==> src/source/board_io_pkg.sv <==
package board_io_pkg;

	// ========================================================================
	// Board constants
	// ========================================================================

	// Core reset stretch, counted in FPGA_CLK2_50 cycles
	localparam int RESET_CNT_W = 7;
	localparam logic [RESET_CNT_W-1:0] RESET_HOLD_CYCLES = 7'd64;

	// Debounce sampling
	localparam int DEBOUNCE_TICK  = 8;
	localparam int DEBOUNCE_DEPTH = 8;
	localparam int DEBOUNCE_DIV_W = $clog2(DEBOUNCE_TICK);

	// Sync phase counter, saturating
	localparam int SYNC_CNT_W = 16;

	// Audio sample and attenuation widths
	localparam int AUDIO_W = 16;
	localparam int ATT_W   = 5;

	// Host command codes, low byte of the first word in a frame
	localparam logic [7:0] CMD_LED    = 8'h25;
	localparam logic [7:0] CMD_VOLUME = 8'h26;

	// ========================================================================
	// Bundles
	// ========================================================================

	// Host word channel, one word per strobe cycle
	typedef struct packed {
		logic        strobe;
		logic        uio;
		logic [15:0] din;
	} io_bus_t;

	// Core audio, mix selects crossfeed amount
	typedef struct packed {
		logic signed [AUDIO_W-1:0] left;
		logic signed [AUDIO_W-1:0] right;
		logic                      is_signed;
		logic [1:0]                mix;
	} audio_in_t;

	typedef struct packed {
		logic [AUDIO_W-1:0] left;
		logic [AUDIO_W-1:0] right;
	} audio_pair_t;

	// Per-bit LED override, high byte of the CMD_LED word
	typedef struct packed {
		logic [7:0] overtake;
		logic [7:0] state;
	} led_ctl_t;

	typedef struct packed {
		logic       user;
		logic [1:0] power;
		logic [1:0] disk;
	} led_status_t;

endpackage

==> src/source/audio_mixer.sv <==
`timescale 1ns/1ns

module audio_mixer (
	input  logic                           FPGA_CLK2_50,
	input  logic                           BTN_RESET,
	input  board_io_pkg::audio_in_t        core_audio,
	input  logic [board_io_pkg::ATT_W-1:0] vol_att,
	output board_io_pkg::audio_pair_t      mixed
);

	localparam int W = board_io_pkg::AUDIO_W;

	// Right shift, arithmetic for signed samples
	function automatic logic [W-1:0] shr(
		input logic [W-1:0] v,
		input logic [3:0]   n,
		input logic         sgn
	);
		if (sgn)
			shr = $signed(v) >>> n;
		else
			shr = v >> n;
	endfunction

	// Crossfeed of one channel with the other
	function automatic logic [W-1:0] mix_ch(
		input logic [W-1:0] own,
		input logic [W-1:0] other,
		input logic [1:0]   mix,
		input logic         sgn
	);
		case (mix)
			2'd0: mix_ch = own;
			2'd1: mix_ch = own - shr(own, 4'd3, sgn) + shr(other, 4'd3, sgn);
			2'd2: mix_ch = own - shr(own, 4'd2, sgn) + shr(other, 4'd2, sgn);
			default: mix_ch = shr(own, 4'd1, sgn) + shr(other, 4'd1, sgn);
		endcase
	endfunction

	// ========================================================================
	// Stage 1, mix
	// ========================================================================

	logic [W-1:0] mix_l;
	logic [W-1:0] mix_r;
	logic         sgn_q;

	always_ff @(posedge FPGA_CLK2_50 or negedge BTN_RESET) begin
		if (!BTN_RESET) begin
			mix_l <= '0;
			mix_r <= '0;
			sgn_q <= 1'b0;
		end else begin
			mix_l <= mix_ch(core_audio.left, core_audio.right, core_audio.mix,
				core_audio.is_signed);
			mix_r <= mix_ch(core_audio.right, core_audio.left, core_audio.mix,
				core_audio.is_signed);
			// Signedness follows its sample into stage 2
			sgn_q <= core_audio.is_signed;
		end
	end

	// ========================================================================
	// Stage 2, attenuate
	// ========================================================================

	always_ff @(posedge FPGA_CLK2_50 or negedge BTN_RESET) begin
		if (!BTN_RESET) begin
			mixed <= '0;
		end else if (vol_att[board_io_pkg::ATT_W-1]) begin
			// Mute
			mixed <= '0;
		end else begin
			mixed.left  <= shr(mix_l, vol_att[3:0], sgn_q);
			mixed.right <= shr(mix_r, vol_att[3:0], sgn_q);
		end
	end

endmodule

==> src/source/board_io_top.sv <==
`timescale 1ns/1ns

module board_io_top (
	input  logic                       FPGA_CLK2_50,
	input  logic                       BTN_RESET,
	input  logic                       btn_user,
	input  logic                       btn_osd,
	input  logic [1:0]                 key,
	input  board_io_pkg::io_bus_t      io,
	input  board_io_pkg::audio_in_t    core_audio,
	input  board_io_pkg::led_status_t  status,
	input  logic                       hs_in,
	input  logic                       vs_in,
	output logic                       core_reset_n,
	output logic [1:0]                 btn_state,
	output logic [7:0]                 led,
	output logic                       led_power,
	output logic                       led_user,
	output logic                       audio_l,
	output logic                       audio_r,
	output logic                       vga_hs,
	output logic                       vga_vs
);

	// ========================================================================
	// Reset, buttons, host channel
	// ========================================================================

	logic [board_io_pkg::ATT_W-1:0] vol_att;
	board_io_pkg::audio_pair_t      mixed;

	reset_stretch u_reset_stretch (
		.FPGA_CLK2_50 (FPGA_CLK2_50),
		.BTN_RESET    (BTN_RESET),
		.core_reset_n (core_reset_n)
	);

	button_debounce u_button_debounce (
		.FPGA_CLK2_50 (FPGA_CLK2_50),
		.BTN_RESET    (BTN_RESET),
		.btn_user     (btn_user),
		.btn_osd      (btn_osd),
		.key          (key),
		.btn_state    (btn_state)
	);

	io_cmd_decoder u_io_cmd_decoder (
		.FPGA_CLK2_50 (FPGA_CLK2_50),
		.BTN_RESET    (BTN_RESET),
		.io           (io),
		.status       (status),
		.vol_att      (vol_att),
		.led          (led),
		.led_power    (led_power),
		.led_user     (led_user)
	);

	// ========================================================================
	// Audio path
	// ========================================================================

	audio_mixer u_audio_mixer (
		.FPGA_CLK2_50 (FPGA_CLK2_50),
		.BTN_RESET    (BTN_RESET),
		.core_audio   (core_audio),
		.vol_att      (vol_att),
		.mixed        (mixed)
	);

	sigma_delta_dac dac_l (
		.FPGA_CLK2_50 (FPGA_CLK2_50),
		.BTN_RESET    (BTN_RESET),
		.sample       (mixed.left),
		.is_signed    (core_audio.is_signed),
		.dac_out      (audio_l)
	);

	sigma_delta_dac dac_r (
		.FPGA_CLK2_50 (FPGA_CLK2_50),
		.BTN_RESET    (BTN_RESET),
		.sample       (mixed.right),
		.is_signed    (core_audio.is_signed),
		.dac_out      (audio_r)
	);

	// Sync polarity, one per direction
	sync_polarity_fix sync_h (
		.FPGA_CLK2_50 (FPGA_CLK2_50),
		.BTN_RESET    (BTN_RESET),
		.sync_in      (hs_in),
		.sync_out     (vga_hs)
	);

	sync_polarity_fix sync_v (
		.FPGA_CLK2_50 (FPGA_CLK2_50),
		.BTN_RESET    (BTN_RESET),
		.sync_in      (vs_in),
		.sync_out     (vga_vs)
	);

endmodule

==> src/source/button_debounce.sv <==
`timescale 1ns/1ns

module button_debounce (
	input  logic       FPGA_CLK2_50,
	input  logic       BTN_RESET,
	input  logic       btn_user,
	input  logic       btn_osd,
	input  logic [1:0] key,
	output logic [1:0] btn_state
);

	localparam int DEPTH = board_io_pkg::DEBOUNCE_DEPTH;

	logic [board_io_pkg::DEBOUNCE_DIV_W-1:0] div;
	logic                                    tick;
	logic [1:0]                              press;
	logic [1:0][DEPTH-1:0]                   hist;
	logic [1:0][DEPTH-1:0]                   next_hist;

	// Sample tick, free running
	assign tick = (div == board_io_pkg::DEBOUNCE_TICK - 1);

	always_ff @(posedge FPGA_CLK2_50 or negedge BTN_RESET) begin
		if (!BTN_RESET) begin
			div <= '0;
		end else begin
			div <= tick ? '0 : div + 1'b1;
		end
	end

	// Pins and keys are active low, either one counts as a press
	// Bit 1 user, bit 0 osd
	assign press[1] = ~(btn_user & key[1]);
	assign press[0] = ~(btn_osd & key[0]);

	always_comb begin
		for (int i = 0; i < 2; i++) begin
			next_hist[i] = {hist[i][DEPTH-2:0], press[i]};
		end
	end

	// State flips only once the whole history agrees
	always_ff @(posedge FPGA_CLK2_50 or negedge BTN_RESET) begin
		if (!BTN_RESET) begin
			hist      <= '0;
			btn_state <= '0;
		end else if (tick) begin
			for (int i = 0; i < 2; i++) begin
				hist[i] <= next_hist[i];
				if (&next_hist[i])
					btn_state[i] <= 1'b1;
				else if (next_hist[i] == '0)
					btn_state[i] <= 1'b0;
			end
		end
	end

endmodule

==> src/source/io_cmd_decoder.sv <==
`timescale 1ns/1ns

module io_cmd_decoder (
	input  logic                             FPGA_CLK2_50,
	input  logic                             BTN_RESET,
	input  board_io_pkg::io_bus_t            io,
	input  board_io_pkg::led_status_t        status,
	output logic [board_io_pkg::ATT_W-1:0]   vol_att,
	output logic [7:0]                       led,
	output logic                             led_power,
	output logic                             led_user
);

	// ========================================================================
	// Frame decode
	// ========================================================================

	logic                   has_cmd;
	logic [7:0]             cmd;
	board_io_pkg::led_ctl_t led_ctl;

	// First strobed word of a uio frame is the command,
	// all following words are its data
	always_ff @(posedge FPGA_CLK2_50 or negedge BTN_RESET) begin
		if (!BTN_RESET) begin
			has_cmd <= 1'b0;
			cmd     <= '0;
			led_ctl <= '0;
			vol_att <= '0;
		end else if (!io.uio) begin
			// Frame closed
			has_cmd <= 1'b0;
		end else if (io.strobe) begin
			if (!has_cmd) begin
				has_cmd <= 1'b1;
				cmd     <= io.din[7:0];
			end else begin
				case (cmd)
					board_io_pkg::CMD_LED:
						led_ctl <= io.din;
					board_io_pkg::CMD_VOLUME:
						vol_att <= io.din[board_io_pkg::ATT_W-1:0];
					default: ;
				endcase
			end
		end
	end

	// ========================================================================
	// LED merge
	// ========================================================================

	logic [7:0] led_default;

	// Power LED blinks against power[0] only when power[1] enables it
	assign led_power = status.power[1] ? ~status.power[0] : 1'b0;
	assign led_user  = ~status.user;

	// Board pattern when the host does not own a bit
	// Bit 2 stays lit since the HDD LED is kept dark
	assign led_default = {3'b000, ~led_power, 1'b0, 1'b1, 1'b0, ~led_user};

	assign led = (led_ctl.overtake & led_ctl.state) | (~led_ctl.overtake & led_default);

endmodule

==> src/source/reset_stretch.sv <==
`timescale 1ns/1ns

module reset_stretch (
	input  logic FPGA_CLK2_50,
	input  logic BTN_RESET,
	output logic core_reset_n
);

	// Remaining hold cycles, reloaded while the button is down
	logic [board_io_pkg::RESET_CNT_W-1:0] hold_cnt;

	always_ff @(posedge FPGA_CLK2_50 or negedge BTN_RESET) begin
		if (!BTN_RESET) begin
			hold_cnt <= board_io_pkg::RESET_HOLD_CYCLES;
		end else if (hold_cnt != '0) begin
			hold_cnt <= hold_cnt - 1'b1;
		end
	end

	// Core leaves reset on the edge that brings the count to zero
	assign core_reset_n = (hold_cnt == '0);

endmodule

==> src/source/sigma_delta_dac.sv <==
`timescale 1ns/1ns

module sigma_delta_dac (
	input  logic                             FPGA_CLK2_50,
	input  logic                             BTN_RESET,
	input  logic [board_io_pkg::AUDIO_W-1:0] sample,
	input  logic                             is_signed,
	output logic                             dac_out
);

	localparam int W = board_io_pkg::AUDIO_W;

	logic [W-1:0] offset;
	logic [W:0]   acc;

	// Two's complement to offset binary, flip the MSB
	assign offset = {sample[W-1] ^ is_signed, sample[W-2:0]};

	// Carry out leaves the accumulator each cycle
	always_ff @(posedge FPGA_CLK2_50 or negedge BTN_RESET) begin
		if (!BTN_RESET) begin
			acc <= '0;
		end else begin
			acc <= {1'b0, acc[W-1:0]} + {1'b0, offset};
		end
	end

	// Carry bit is a flop output
	assign dac_out = acc[W];

endmodule

==> src/source/sync_polarity_fix.sv <==
`timescale 1ns/1ns

module sync_polarity_fix (
	input  logic FPGA_CLK2_50,
	input  logic BTN_RESET,
	input  logic sync_in,
	output logic sync_out
);

	localparam int CW = board_io_pkg::SYNC_CNT_W;

	logic          s1, s2, s3;
	logic          rise, fall;
	logic [CW-1:0] cnt;
	logic [CW-1:0] high_len;
	logic [CW-1:0] low_len;
	logic          pol;

	// s1 and s2 synchronise, s3 is the edge reference
	assign rise = s2 & ~s3;
	assign fall = ~s2 & s3;

	always_ff @(posedge FPGA_CLK2_50 or negedge BTN_RESET) begin
		if (!BTN_RESET) begin
			s1       <= 1'b0;
			s2       <= 1'b0;
			s3       <= 1'b0;
			cnt      <= '0;
			high_len <= '0;
			low_len  <= '0;
			pol      <= 1'b0;
		end else begin
			s1 <= sync_in;
			s2 <= s1;
			s3 <= s2;
			// Phase length, restarted on each edge, sticks at full scale
			if (rise | fall)
				cnt <= '0;
			else if (cnt != '1)
				cnt <= cnt + 1'b1;
			if (fall)
				high_len <= cnt;
			if (rise)
				low_len <= cnt;
			pol <= (high_len > low_len);
		end
	end

	// Long-high form gets inverted so the pulse is the short phase
	assign sync_out = sync_in ^ pol;

endmodule

==> config.mk <==
export PLATFORM = sky130hd
export DESIGN_NAME = board_io_top
export DESIGN_NICKNAME = d
export VERILOG_FILES = /design/src/source/board_io_pkg.sv /design/src/source/audio_mixer.sv /design/src/source/board_io_top.sv /design/src/source/button_debounce.sv /design/src/source/io_cmd_decoder.sv /design/src/source/reset_stretch.sv /design/src/source/sigma_delta_dac.sv /design/src/source/sync_polarity_fix.sv
export SDC_FILE = /design/constraint.sdc
export NUM_CORES = 1
export LEC_CHECK = 0
export BUFFER_PORTS_ARGS = -buffer_cell sky130_fd_sc_hd__buf_2
export CAP_MARGIN = 20
export CORE_UTILIZATION = 25
export DETAILED_ROUTE_END_ITERATION = 8
export GPL_TIMING_DRIVEN = 0
export HOLD_SLACK_MARGIN = 0.15
export PLACE_DENSITY = 0.39
export REMOVE_ABC_BUFFERS = 1
export SLEW_MARGIN = 15
export SYNTH_ARGS = -nofsm -noshare
export SYNTH_HDL_FRONTEND = slang
export SYNTH_SLANG_ARGS = --single-unit
export TNS_END_PERCENT = 1
==> constraint.sdc <==
create_clock -name FPGA_CLK2_50 -period 3.2 [get_ports FPGA_CLK2_50]
set_input_delay 0.48 -clock FPGA_CLK2_50 [delete_from_list [all_inputs] [get_ports FPGA_CLK2_50]]
set_output_delay 0.48 -clock FPGA_CLK2_50 [all_outputs]
set_load 0.005 [all_outputs]
### Yosys cells after proc, flatten, opt, wreduce, memory -nomap -nowiden

Index checks and enable logic that the tools add are counted.

| operators by class | value |
|---|---|
| $add $sub $neg | 15 |
| $lt $le $gt $ge | 2 |
| equal/unequal tests | 8 |
| shift-type cells | 4 |
| mux-type cells | 29 |
| bitwise operators | 26 |
| reductions and logical operators | 17 |

Operators by type and width:

| kind | count |
|---|---|
| 2-to-1 mux 16 bit | 18 |
| case mux 16 bit (3 select lines) | 2 |
| adder 16 bit | 5 |
| subtractor 16 bit | 4 |
| adder 16 x 16 -> 17 bit | 2 |
| adder 16 x 1 -> 16 bit, second input constant | 2 |
| > comparator 16 bit | 2 |
| 2-to-1 mux 32 bit | 1 |
| inequality test 16 bit, second input constant | 2 |
| right shift 16 x 4 -> 16 bit | 2 |
| >>> shifter 16 x 4 -> 16 bit | 2 |
| equality test 8 x 6 -> 1 bit, second input constant | 2 |
| logical NOT 8 bit | 2 |
| AND reduction 8 bit | 2 |
| NOT 1 bit | 10 |
| AND 8 x 5 -> 8 bit | 1 |
| AND 8 bit | 1 |
| NOT 8 bit | 1 |
| bitwise OR 8 bit | 1 |
| AND reduction 4 bit | 2 |
| nonzero test 2 bit | 4 |
| logical NOT 7 bit | 1 |
| 2-to-1 mux 1 bit | 7 |
| nonzero test 7 bit | 1 |
| other kinds (14) | 24 |

| word-level totals | value |
|---|---|
| flip-flop bits (word level) | 259 |
| bits of input ports | 66 |
| output and inout port bits | 17 |

### Logic depth before layout (Yosys ltp)

Gate-level depths: netlist (run 1).

| logic depth | value |
|---|---|
| depth in word-level cells | 5 |
| gate-level depth with buffers | 14 |
| mapped depth without buffers | 14 |

### By module

From an unflattened synthesis (run 1), not the netlist that was laid out.

| second synthesis, totals | value |
|---|---|
| cell total of the unflattened synthesis | 2,004 |
| area total of the unflattened synthesis | 19,291.0 µm² |

Modules (own cells, without submodules):

| module | instances | cells an instance | area an instance (µm²) | sequential area each (µm²) |
|---|---|---|---|---|
| audio_mixer | 1 | 1,122 | 9,392.8 | 1,626.6 |
| sync_polarity_fix | 2 | 250 | 2,597.5 | 1,301.2 |
| sigma_delta_dac | 2 | 109 | 1,143.6 | 425.4 |
| io_cmd_decoder | 1 | 80 | 1,276.2 | 750.7 |
| button_debounce | 1 | 54 | 779.5 | 475.5 |
| reset_stretch | 1 | 30 | 360.3 | 176.4 |

### Worst setup path after synthesis (run 1)

No wires, ideal clock.

| path | value |
|---|---|
| path kind | in2reg |
| from | input port core_audio[7] (netlist name) |
| to | register u_audio_mixer.mix_l[9] |
| setup time | 0.138 ns |
| arrival | 3.007 ns |
| required time | 3.062 ns |
| setup slack | 0.055 ns |
| cell stages on the path | 12 |
| path buffers | 0 |
| path through | inv_1 -> fa_1 -> inv_1 -> ha_1 -> a211o_1 -> o211ai_1 -> a21oi_1 -> o21a_1 -> nor2_1 -> o21ai_1 -> xor2_1 -> mux4_2 |

| between the ends | value |
|---|---|
| cells in the longest elaborated chain, start to end | 4 |
| elaborated cells on any way between the ends | 10 |

Ends and longest elaborated chain:

| item | line | source |
|---|---|---|
| from (decl) | board_io_top.sv:10 | `input board_io_pkg::audio_in_t core_audio,` |
| 2-to-1 mux 16 bit | audio_mixer.sv:19 | `if (sgn)` |
| 2-to-1 mux 16 bit | audio_mixer.sv:32 | `case (mix)` |
| adder 16 bit (on tied branches) | audio_mixer.sv:36, audio_mixer.sv:34, audio_mixer.sv:35 |  |
| case mux 16 bit (3 select lines) * | audio_mixer.sv:32 |  |
| to (signal assigned) | audio_mixer.sv:54 | `mix_l <= mix_ch(core_audio.left, core_audio.right, core_audio.mix,` |
| to (decl) | audio_mixer.sv:44 | `logic [W-1:0] mix_l;` |

Mark *: on every way between the ends. The rest lies on a longest branch, timed or not. The select of a mux whose other input is x is not followed.
A chain may end at the register's enable or synchronous reset.

### Worst setup path after layout (run 1)

| path | value |
|---|---|
| from | input port core_audio[22] (netlist name) |
| to | register u_audio_mixer.mix_r[14] |

| between the ends | value |
|---|---|
| cells in the longest elaborated chain, start to end | 4 |
| elaborated cells on any way between the ends | 10 |

Ends and longest elaborated chain:

| item | line | source |
|---|---|---|
| 2-to-1 mux 16 bit | audio_mixer.sv:19 |  |
| 2-to-1 mux 16 bit | audio_mixer.sv:32 |  |
| adder 16 bit (on tied branches) | audio_mixer.sv:36, audio_mixer.sv:34, audio_mixer.sv:35 |  |
| case mux 16 bit (3 select lines) * | audio_mixer.sv:32 |  |
| to (signal assigned) | audio_mixer.sv:56 | `mix_r <= mix_ch(core_audio.right, core_audio.left, core_audio.mix,` |
| to (decl) | audio_mixer.sv:45 | `logic [W-1:0] mix_r;` |

Marks and branches as above.

==> metrics.cfg, run 1 <==
[placement]
place.gp.congestion=0.838
place_ws_ps=-867
dpl.hpwl_mm=36.2
placed_area_um2=20200
portBuffers=80

[logic_synthesis]
avgSynthCellArea_um2=9.60
ys_seq_elements=259
synthFlopType=dfrtp_1
synthCells=1950
ys_warn_count=0
synth_edf_count=0
syn-cell-area_um2=18700
ys_seq_area_share_pct=34.6
synthDistinctLibCells=84
synthArstFlopShare_pct=100

[power]
leakagePower_uw=0.00998
power_frac_comb_pct=40.2
intPower_uw=8250
p_seq_share_pct=32.7
power_density_nw_per_um2=588
p_switching_uw=4500
vdd_drop_max_mv=0.274
clockPowerShare_pct=27.1
sw_frac_of_total_pct=35.3

[floorplan]
die_y_um=276
start_util_pct=25.5
fp.coreArea_um2=73500
fp-row-count=99
io_pins=83
die_w_um=276
die-area_um2=76000

[timing]
timing.final.crit_share_pct=98.3
setup_tns_ps=0
slew_viol_final=0
finalSetupViolCount=0
slew_headroom_pct=25.9
grt_setup_unrepaired=true
worst-slew-pin-transition_ps=1110
hold_viol=0
skew_ps=11.8
finalWorstSetupSlack_ps=54.0
min_period_ps=3150
max_freq_mhz=318

[setup_path]
path_delay_family=compound AO/OA/AOI/OAI gates
r2r-end=u_audio_mixer.mixed[21]
worstPathBufferInverterCount=4
cp_max_fo=5
r2r_setup_slack_ps=260
r2r_start=u_io_cmd_decoder.vol_att[2]
cp.arrival_ps=3570
start_kind=input port
cp_slowest_stage_delay_ps=420
crit_required_ps=3630
worst_setup_path_end_kind=flop
cp_slowest_cell=fa_1
reg2reg_depth=6
path_cells=buf_2 -> clkinvlp_4 -> ha_1 -> inv_1 -> ha_1 -> inv_1 -> fa_1 -> nor2b_2 -> o31ai_2 -> a211oi_2 -> nor3_2 -> o31ai_2 -> xnor2_1 -> mux2i_1 -> o221a_2
critPathKind=input port to flop

[clock_network]
cts_sinks=259
cts-buffers-inserted=30
htreeDepth=1
clockRootBuffer=clkbuf_16
clock_latency_ps=550
cts_buffer_depth=3
cts_tree=done
clk_pin_slew_ps=60

[global_routing]
antenna_found_initial=0
grt_pass1_wl_mm=76.5
grt.total_usage_pct=12.4
grt_pass1_vias=14500
grt_max_degree=96
grt.overflow.total=0

[cells_and_area]
drive_above_1_share_pct=13.5
design_area_um2=21700
syn_to_final_growth_pct=15.9
nets=2334
n_antenna_cell=0

[drt]
avgViaCountPerCell=4.63
wl_per_cell_um=15.5
drt-pass1-iter-count=5
drc=0
ant_nets=0
num_vias=14000
drtIter0Drc=545
wirelength_mm=46.7

[run_status]
status=finished clean

[min_path]
hold_start=io[1]
hold_end=u_io_cmd_decoder.led_ctl[1]
hp-class=input port to flop
whs_path_depth=2

[flow_run]
drv_cap=0

## cell families (layout without fill, tap and decap cells)
kind of cell / Yosys count / after routing / synth area share (%)
xor+xnor: 111 / 111 / 5.19
simple gates: 496 / 496 / 12.8
compound gates: 434 / 434 / 14.9
flops: 259 / 259 / 34.6
fa+ha+maj: 227 / 227 / 17.6
buf+inv: 289 / 404 / 5.91
mux: 134 / 134 / 8.98
## sequential cells by signal, summed over array words and instances, names as in the netlist, 2 cells and up
signal and cells:
dac_r.acc 17, u_audio_mixer.mix_r 16, sync_v.low_len 16, u_audio_mixer.mix_l 16
u_io_cmd_decoder.cmd 8, u_io_cmd_decoder.vol_att 5, sync_v.high_len 16, sync_h.cnt 16
sync_v.cnt 16, u_io_cmd_decoder.led_ctl 16, dac_l.acc 17, sync_h.high_len 16
u_reset_stretch.hold_cnt 7, sync_h.low_len 16, u_audio_mixer.mixed 32, u_button_debounce.hist 14
u_button_debounce.btn_state 2, u_button_debounce.div 3
## Yosys cell counts, types with 4 or more instances
cell	count	area share, %
ha_1	166	11
or2_2	4	0.13
a211o_1	10	0.47
o21ai_1	28	0.75
nor2b_1	25	0.84
a21o_1	22	0.88
o21ai_0	84	2.2
buf_1	7	0.14
o221ai_1	6	0.28
a21oi_1	114	3.0
and3_1	16	0.53
inv_1	226	4.5
mux2_1	20	1.2
mux4_2	19	2.3
clkbuf_1	46	0.92
and2_1	18	0.60
nand2b_1	13	0.43
nand2_1	136	2.7
o21bai_1	5	0.20
o22a_1	4	0.19
nor2_1	141	2.8
a211oi_1	43	1.7
o21a_1	34	1.4
mux2i_1	33	1.8
nand4_1	15	0.50
o22ai_1	4	0.13
fa_1	61	6.5
dfrtp_1	258	34
nor4_1	5	0.17
o31ai_1	8	0.32
or3_1	19	0.64
xnor2_1	73	3.4
nor4b_1	4	0.19
mux2_2	62	3.7
xor2_1	38	1.8
o211ai_1	12	0.48
nor3_1	45	1.2
buf_2	5	0.13
nand3_1	35	0.94
a31oi_1	14	0.47
## placed cells by master (no fill, tap or decap), types with 35 or more instances in the layout
cell type,instances
a211oi_1,38
a21oi_1,110
buf_2,74
dfrtp_1,255
fa_1,60
ha_1,164
inv_1,221
mux2_2,62
nand2_1,136
nand3_1,35
nor2_1,141
nor3_1,43
o21ai_0,84
xnor2_1,73
xor2_1,38
## power groups by stage
stage	registers, µW	logic (µW)	clock network, µW
after floorplan	4100	3860	0
after global placement	4230	4980	0
after detailed placement	4230	5060	0
after CTS	4170	5120	3620
after global routing	4230	5810	3740
final	4160	5130	3460
## worst max-delay path by stage
stage | start | end | slack (ps) | cells past startpoint
final | core_audio[22] | u_audio_mixer.mix_r[14] | 50 | 15
after global routing | core_audio[23] | u_audio_mixer.mix_r[15] | -80 | 13
after CTS | core_audio[7] | u_audio_mixer.mix_l[9] | -30 | 13
after detailed placement | core_audio[22] | u_audio_mixer.mix_r[14] | -870 | 15
after global placement | BTN_RESET | u_reset_stretch.hold_cnt[1] | -3360 | 1
after floorplan | core_audio[7] | u_audio_mixer.mix_l[9] | 60 | 12
## routing by layer
metal	track usage (%)	wire, µm	vias up	share of wire (%)
met4	2.62	692	0	1.5
met1	16.2	21700	6839	46
met2	22.2	23200	164	50
met5	0	0	-	0
li1	-	-	6950	-
met3	1.10	1200	46	2.6
## per-stage QoR
step,instances,hold slack [ps],total power [µW],util (%)
6_report,3024,191,12700,29.5
3_5_place_dp,2934,338,9290,27.5
2_1_floorplan,1890,184,7960,-
3_3_place_gp,2929,343,9210,27.3
5_1_grt,3024,155,13800,29.5
4_1_cts,3013,151,12900,29.2
## final cells by class
class,count,area [µm²]
clock inverters,13,135
fillers,7710,51800
clock buffers,43,881
flip-flops and latches,259,6490
well taps,959,1200
repair buffers,119,873
multi-input cells,1402,11200
inverters,229,880
## what timing repair did
item,in CTS,in global routing
buffers inserted,2,9
hold buffers,21,0
pin swaps,0,11
hold endpoints to repair,100,0
resized for setup,8,28
endpoints found under the setup margin,11,12
Power figures use the tool's default switching activity.
==> run 2, diff against run 1 <==
--- a/config.mk
+++ b/config.mk
@@ -7,11 +7,14 @@
 export LEC_CHECK = 0
 export BUFFER_PORTS_ARGS = -buffer_cell sky130_fd_sc_hd__buf_2
 export CAP_MARGIN = 20
+export CELL_PAD_IN_SITES_DETAIL_PLACEMENT = 1
+export CELL_PAD_IN_SITES_GLOBAL_PLACEMENT = 2
+export CORE_ASPECT_RATIO = 0.6
 export CORE_UTILIZATION = 25
 export DETAILED_ROUTE_END_ITERATION = 8
 export GPL_TIMING_DRIVEN = 0
 export HOLD_SLACK_MARGIN = 0.15
-export PLACE_DENSITY = 0.39
+export PLACE_DENSITY = 0.54
 export REMOVE_ABC_BUFFERS = 1
 export SLEW_MARGIN = 15
 export SYNTH_ARGS = -nofsm -noshare
==> constraint.sdc (replaced) <==
create_clock -name FPGA_CLK2_50 -period 3.3 [get_ports FPGA_CLK2_50]
set_input_delay 0.495 -clock FPGA_CLK2_50 [delete_from_list [all_inputs] [get_ports FPGA_CLK2_50]]
set_output_delay 0.495 -clock FPGA_CLK2_50 [all_outputs]
set_load 0.005 [all_outputs]
==> metrics.cfg, run 2 (same netlist as run 1, synthesis figures left out) <==
[drt]
wl_met3_mm=1.20
wirelength_mm=55.5
wl_per_cell_um=18.2
avgViaCountPerCell=4.69
maxUsedRoutingLayer=met4
drc=1
drtIter0Drc=747
ant_nets=0
drt-pass1-iter-count=6
num_vias=14300
wl_met2_mm=22.1
drt-met1-wl_mm=31.5

[power]
vdd_drop_max_mv=0.284
p_seq_share_pct=30.4
sw_frac_of_total_pct=35.8
power_density_nw_per_um2=605
intPower_uw=8560
power_uw=13300
power_frac_comb_pct=39.2
clockPowerShare_pct=30.4
leakagePower_uw=0.0101
p_switching_uw=4780

[global_routing]
grt.overflow.total=0
grt_pass1_wl_mm=90.7
grt.total_usage_pct=14.9
antenna_found_initial=0
grt_max_degree=94
grt_pass1_vias=15500

[cells_and_area]
syn_to_final_growth_pct=17.8
design_area_um2=22100
nFillCells=8395
nets=2338
largest_register_ffs=32
final_common_cell=dfrtp_1
regMostFlops=u_audio_mixer.mixed
largestRegisters=u_audio_mixer.mixed (32), dac_l.acc (17), dac_r.acc (17)
drive_above_1_share_pct=14.0
n_antenna_cell=0
final_cell_mix=255 x dfrtp_1, 221 x inv_1, 164 x ha_1, 140 x nor2_1, 136 x nand2_1

[setup_path]
critPathKind=input port to flop
start_kind=input port
cp_slowest_cell=fa_1
cp_max_fo=6
worst_setup_path_end_kind=flop
path_cells=buf_2 -> inv_1 -> fa_1 -> inv_1 -> ha_1 -> nor2b_1 -> o2111ai_1 -> nand3_1 -> o41a_1 -> a211oi_1 -> xnor2_1 -> mux2i_1 -> o221ai_1
path_delay_family=compound AO/OA/AOI/OAI gates
worstPathBufferInverterCount=3
crit_top_cell=inv_1
cp_slowest_stage_delay_ps=590
crit_required_ps=3770
cp.arrival_ps=3730

[timing]
whs_ps=196
max_freq_mhz=306
worst-slew-pin-transition_ps=1020
min_period_ps=3260
grt_setup_unrepaired=true
slew_headroom_pct=31.9
timing.final.crit_share_pct=98.9
slew_viol_final=0
finalSetupViolCount=0
hold_viol=0
setup_tns_ps=0
skew_ps=12.0

[clock_network]
clock_latency_ps=590
htreeDepth=1
cts_buffer_depth=3
cts_tree=done
cts_sinks=259
cts-buffers-inserted=31
clockRootBuffer=clkbuf_16
clk_pin_slew_ps=60

[floorplan]
die_y_um=214
io_pins=83
die_w_um=355
die-area_um2=76000
fp.coreArea_um2=73900
start_util_pct=25.3
fp-row-count=77

[placement]
dpl.hpwl_mm=43.2
placed_area_um2=20300
portBuffers=80
place.gp.congestion=0.770

[min_path]
hp-class=input port to flop

[run_status]
status=complete, but fails checks
violations=DRC

[flow_run]
drv_cap=0

==> run 2: changes by cell type in the layout (fill, tap and decap cells not counted), moves of 2 or more <==
cell and delta:
clkinv_2 +2, clkinv_4 +2, bufinv_16 +8, buf_2 +2, clkinvlp_4 -2, buf_16 +2
dlygate4sd3_1 +3, clkbuf_1 -4, buf_4 -6, clkbuf_8 -5
==> run 2: worst paths after layout <==
| check | from | end | slack [ps] | cells past startpoint |
|---|---|---|---|---|
| hold reg to reg | sync_h.s1 | sync_h.s2 | 360 | 0 |
| max in group asynchronous | BTN_RESET | sync_v.high_len[8] | 1890 | 4 |
| setup / recovery | core_audio[8] | u_audio_mixer.mix_l[12] | 40 | 13 |
| hold / removal | io[2] | u_io_cmd_decoder.led_ctl[2] | 200 | 2 |
| setup reg to reg | sync_h.cnt[0] | sync_h.cnt[15] | 700 | 9 |
| min in group asynchronous | BTN_RESET | dac_r.acc[2] | 350 | 2 |
==> run 2: routing by layer <==
layer | vias to the layer above | global-route usage (%)
met5 | - | 0
met4 | 0 | 2.18
met3 | 41 | 1.68
met2 | 125 | 21.1
met1 | 7196 | 24.3
li1 | 6972 | -
==> run 2: power groups by stage <==
stage | clock network (µW) | logic, µW | registers (µW)
detailed placement | 0 | 5160 | 4110
floorplan | 0 | 3740 | 3980
global route | 4340 | 5940 | 4120
CTS | 4230 | 5230 | 4060
finish | 4050 | 5240 | 4060
global placement | 0 | 5010 | 4110
==> run 2: what timing repair did <==
| item | 4_1_cts | 5_1_grt |
|---|---|---|
| gates resized for setup | 10 | 33 |
| pin swaps | 0 | 7 |
| hold buffers | 24 | 0 |
| hold endpoints to repair | 93 | 0 |
| setup endpoints to repair | 15 | 11 |
| setup buffers | 0 | 9 |
==> run 2: area by class of cell <==
type,count,area [µm²],area share [%]
Sequential cell,259,6490,29.4
Clock buffer,34,797,3.61
Inverter,229,880,3.99
Timing Repair Buffer,122,946,4.29
Clock inverter,24,410,1.86
Multi-Input combinational cell,1402,11300,51.2
Tap cell,987,1230,5.60
==> run 2: metrics by stage <==
step,utilization (%),setup WS (ps),cells
2_1_floorplan,-,140,1890
3_3_place_gp,27.2,-3520,2957
3_5_place_dp,27.5,-1010,2964
4_1_cts,29.5,-56.8,3046
5_1_grt,29.8,-59.4,3057
6_report,29.8,36.1,3057
==> run 3, diff against run 2 <==
--- a/config.mk
+++ b/config.mk
@@ -5,6 +5,7 @@
 export SDC_FILE = /design/constraint.sdc
 export NUM_CORES = 1
 export LEC_CHECK = 0
+export ABC_AREA = 1
 export BUFFER_PORTS_ARGS = -buffer_cell sky130_fd_sc_hd__buf_2
 export CAP_MARGIN = 20
 export CELL_PAD_IN_SITES_DETAIL_PLACEMENT = 1
@@ -12,9 +13,10 @@
 export CORE_ASPECT_RATIO = 0.6
 export CORE_UTILIZATION = 25
 export DETAILED_ROUTE_END_ITERATION = 8
+export GPL_ROUTABILITY_DRIVEN = 0
 export GPL_TIMING_DRIVEN = 0
 export HOLD_SLACK_MARGIN = 0.15
-export PLACE_DENSITY = 0.54
+export PLACE_DENSITY = 0.59
 export REMOVE_ABC_BUFFERS = 1
 export SLEW_MARGIN = 15
 export SYNTH_ARGS = -nofsm -noshare
==> metrics.cfg, run 3 <==
[cells_and_area]
n_antenna_cell=0
drive_above_1_share_pct=7.20
largestRegisters=u_audio_mixer.mixed (32), dac_l.acc (17), dac_r.acc (17)
final_common_cell=nand2_1
finalNonFillerCells=3900
nets=3120
syn_to_final_growth_pct=14.5
final_cell_mix=731 x nand2_1, 519 x inv_1, 258 x dfrtp_1, 177 x nand3_1, 165 x ha_1
regMostFlops=u_audio_mixer.mixed
largest_register_ffs=32

[logic_synthesis]
synth_edf_count=0
synth_top_cell_by_area=dfrtp_1
synth_common_cells=731 x nand2_1, 520 x inv_1, 258 x dfrtp_1, 177 x nand3_1, 166 x ha_1
synthDistinctLibCells=53
synth_top_area_share_pct=32.4
yosysMostFrequentCell=nand2_1
yosys-top-cells-area=dfrtp_1 32%, nand2_1 14%, ha_1 10%
ys_seq_elements=259
syn-cell-area_um2=19900
synthFlopType=dfrtp_1
ys_seq_area_share_pct=32.5
synthCells=2741
synthArstFlopShare_pct=100
ys_warn_count=0
avgSynthCellArea_um2=7.27

[floorplan]
io_pins=83
fp-row-count=79
die-area_um2=80900
fp.coreArea_um2=78200
start_util_pct=25.5
die_w_um=367
die_y_um=221

[drt]
wirelength_mm=70.9
wl_per_cell_um=18.2
ant_nets=0
avgViaCountPerCell=4.59
drtIter0Drc=1223
num_vias=17900
drc=0
drt-pass1-iter-count=5

[timing]
whs_ps=188
finalSetupViolCount=0
max_freq_mhz=327
timing.final.crit_share_pct=92.6
slew_viol_final=0
grt_setup_unrepaired=false
worst-slew-pin-transition_ps=914
min_period_ps=3060
skew_ps=27.9
hold_viol=0
setup_tns_ps=0
slew_headroom_pct=39.1

[power]
vdd_drop_max_mv=0.397
power_density_nw_per_um2=562
leakagePower_uw=0.0118

[clock_network]
cts_sinks=259
cts_tree=done
clockRootBuffer=clkbuf_16
clk_pin_slew_ps=70
cts_resized=0
cts-buffers-inserted=26
clock_latency_ps=570
post-cts-setup-buffers=0
hold_buffers=16
htreeDepth=1
cts_buffer_depth=3

[setup_path]
critPathKind=input port to flop
cp_slowest_stage_delay_ps=600
crit_required_ps=3620
path_cells=buf_2 -> inv_1 -> fa_1 -> inv_1 -> ha_1 -> nand2_1 -> inv_1 -> a21oi_1 -> nand2_1 -> nand2_1 -> nand2_1 -> nand2_1 -> nand3_1 -> nand4_1
cp_slowest_cell=fa_1
worst_setup_path_end_kind=flop
start_kind=input port
crit_top_cell=nand2_1
cp_max_fo=5
cp.arrival_ps=3370

[placement]
dp_cells=3835
dpl.hpwl_mm=58.7
portBuffers=80

[global_routing]
grt.total_usage_pct=17.8
grt_max_degree=97
grt_pass1_vias=18100
grt.overflow.total=0
grt_pass1_wl_mm=111
antenna_found_initial=0

[min_path]
hp-class=input port to flop

[flow_run]
drv_cap=0

[run_status]
status=finished clean

==> run 3: changes by cell type in the layout (fill, tap and decap cells not counted), moves of 34 or more <==
cell | previous run | this run
o21ai_0 | 83 | 154
xnor2_1 | 73 | 12
mux2_2 | 62 | 10
a21oi_1 | 111 | 160
nand2_1 | 136 | 731
nand3_1 | 35 | 177
inv_1 | 221 | 519
nand4_1 | 15 | 49
==> run 3: worst max-delay path, delay by kind of cell <==
kind	cells	cell delay [ps]
AOI/OAI and AO/OA	1	100
buffers and inverters	4	660
adders and majority gates	2	950
and+or+nand+nor	7	1150
==> run 3: final timing paths <==
kind / startpoint / slack (ps) / to / depth (start not counted)
setup / recovery: core_audio[8] / 240 / u_audio_mixer.mix_r[11] / 14
hold / removal: io[9] / 190 / u_io_cmd_decoder.led_ctl[9] / 2
setup reg to reg: u_io_cmd_decoder.vol_att[3] / 490 / u_audio_mixer.mixed[5] / 5
hold reg to reg: sync_h.s1 / 350 / sync_h.s2 / 0
max in group asynchronous: BTN_RESET / 1370 / u_io_cmd_decoder.has_cmd / 4
min in group asynchronous: BTN_RESET / 530 / sync_v.high_len[0] / 2
==> run 3: stage by stage <==
stage	worst slack (ps)	util, %	cell area (µm²)	total power [µW]
floorplan	754	-	19700	7550
global placement	-3450	27.4	21500	9200
detailed placement	-282	27.7	21700	9360
CTS	345	29.2	22800	13000
global route	49.9	29.2	22800	13900
finish	245	29.2	22800	12800
==> run 3: layer usage <==
metal	vias to the layer above	part of all wire, %	wire length (µm)	track usage, %
met1	8700	61	43600	31.3
met2	258	33	23600	21.6
met4	0	0.80	564	1.76
met3	41	4.4	3150	2.92
li1	8917	-	-	-
met5	-	0	0	0
==> run 3: report_power, final <==
group	leakage, µW	total (µW)	internal [µW]	switching [µW]
logic	0.00811	5340	1820	3530
clock network	0.000460	3480	2060	1420
registers	0.00325	4000	3720	288
total	0.0118	12800	7590	5230
==> run 3: cell families after synthesis <==
family | share of synthesized area [%]
AOI/OAI and AO/OA | 11.5
xor gates and xnor gates | 1.76
adders and majority gates | 16.5
buffers and inverters | 11.0
DFF | 32.5
muxes | 0.615
and+or+nand+nor | 26.1
==> run 3: area by class of cell <==
cell class	count	area (µm²)
inverters	532	2000
flip-flops and latches	259	6480
well taps	1053	1320
clock inverters	18	299
fillers	9542	55400
multi-input cells	1903	11300
repair buffers	105	761
clock buffers	30	686
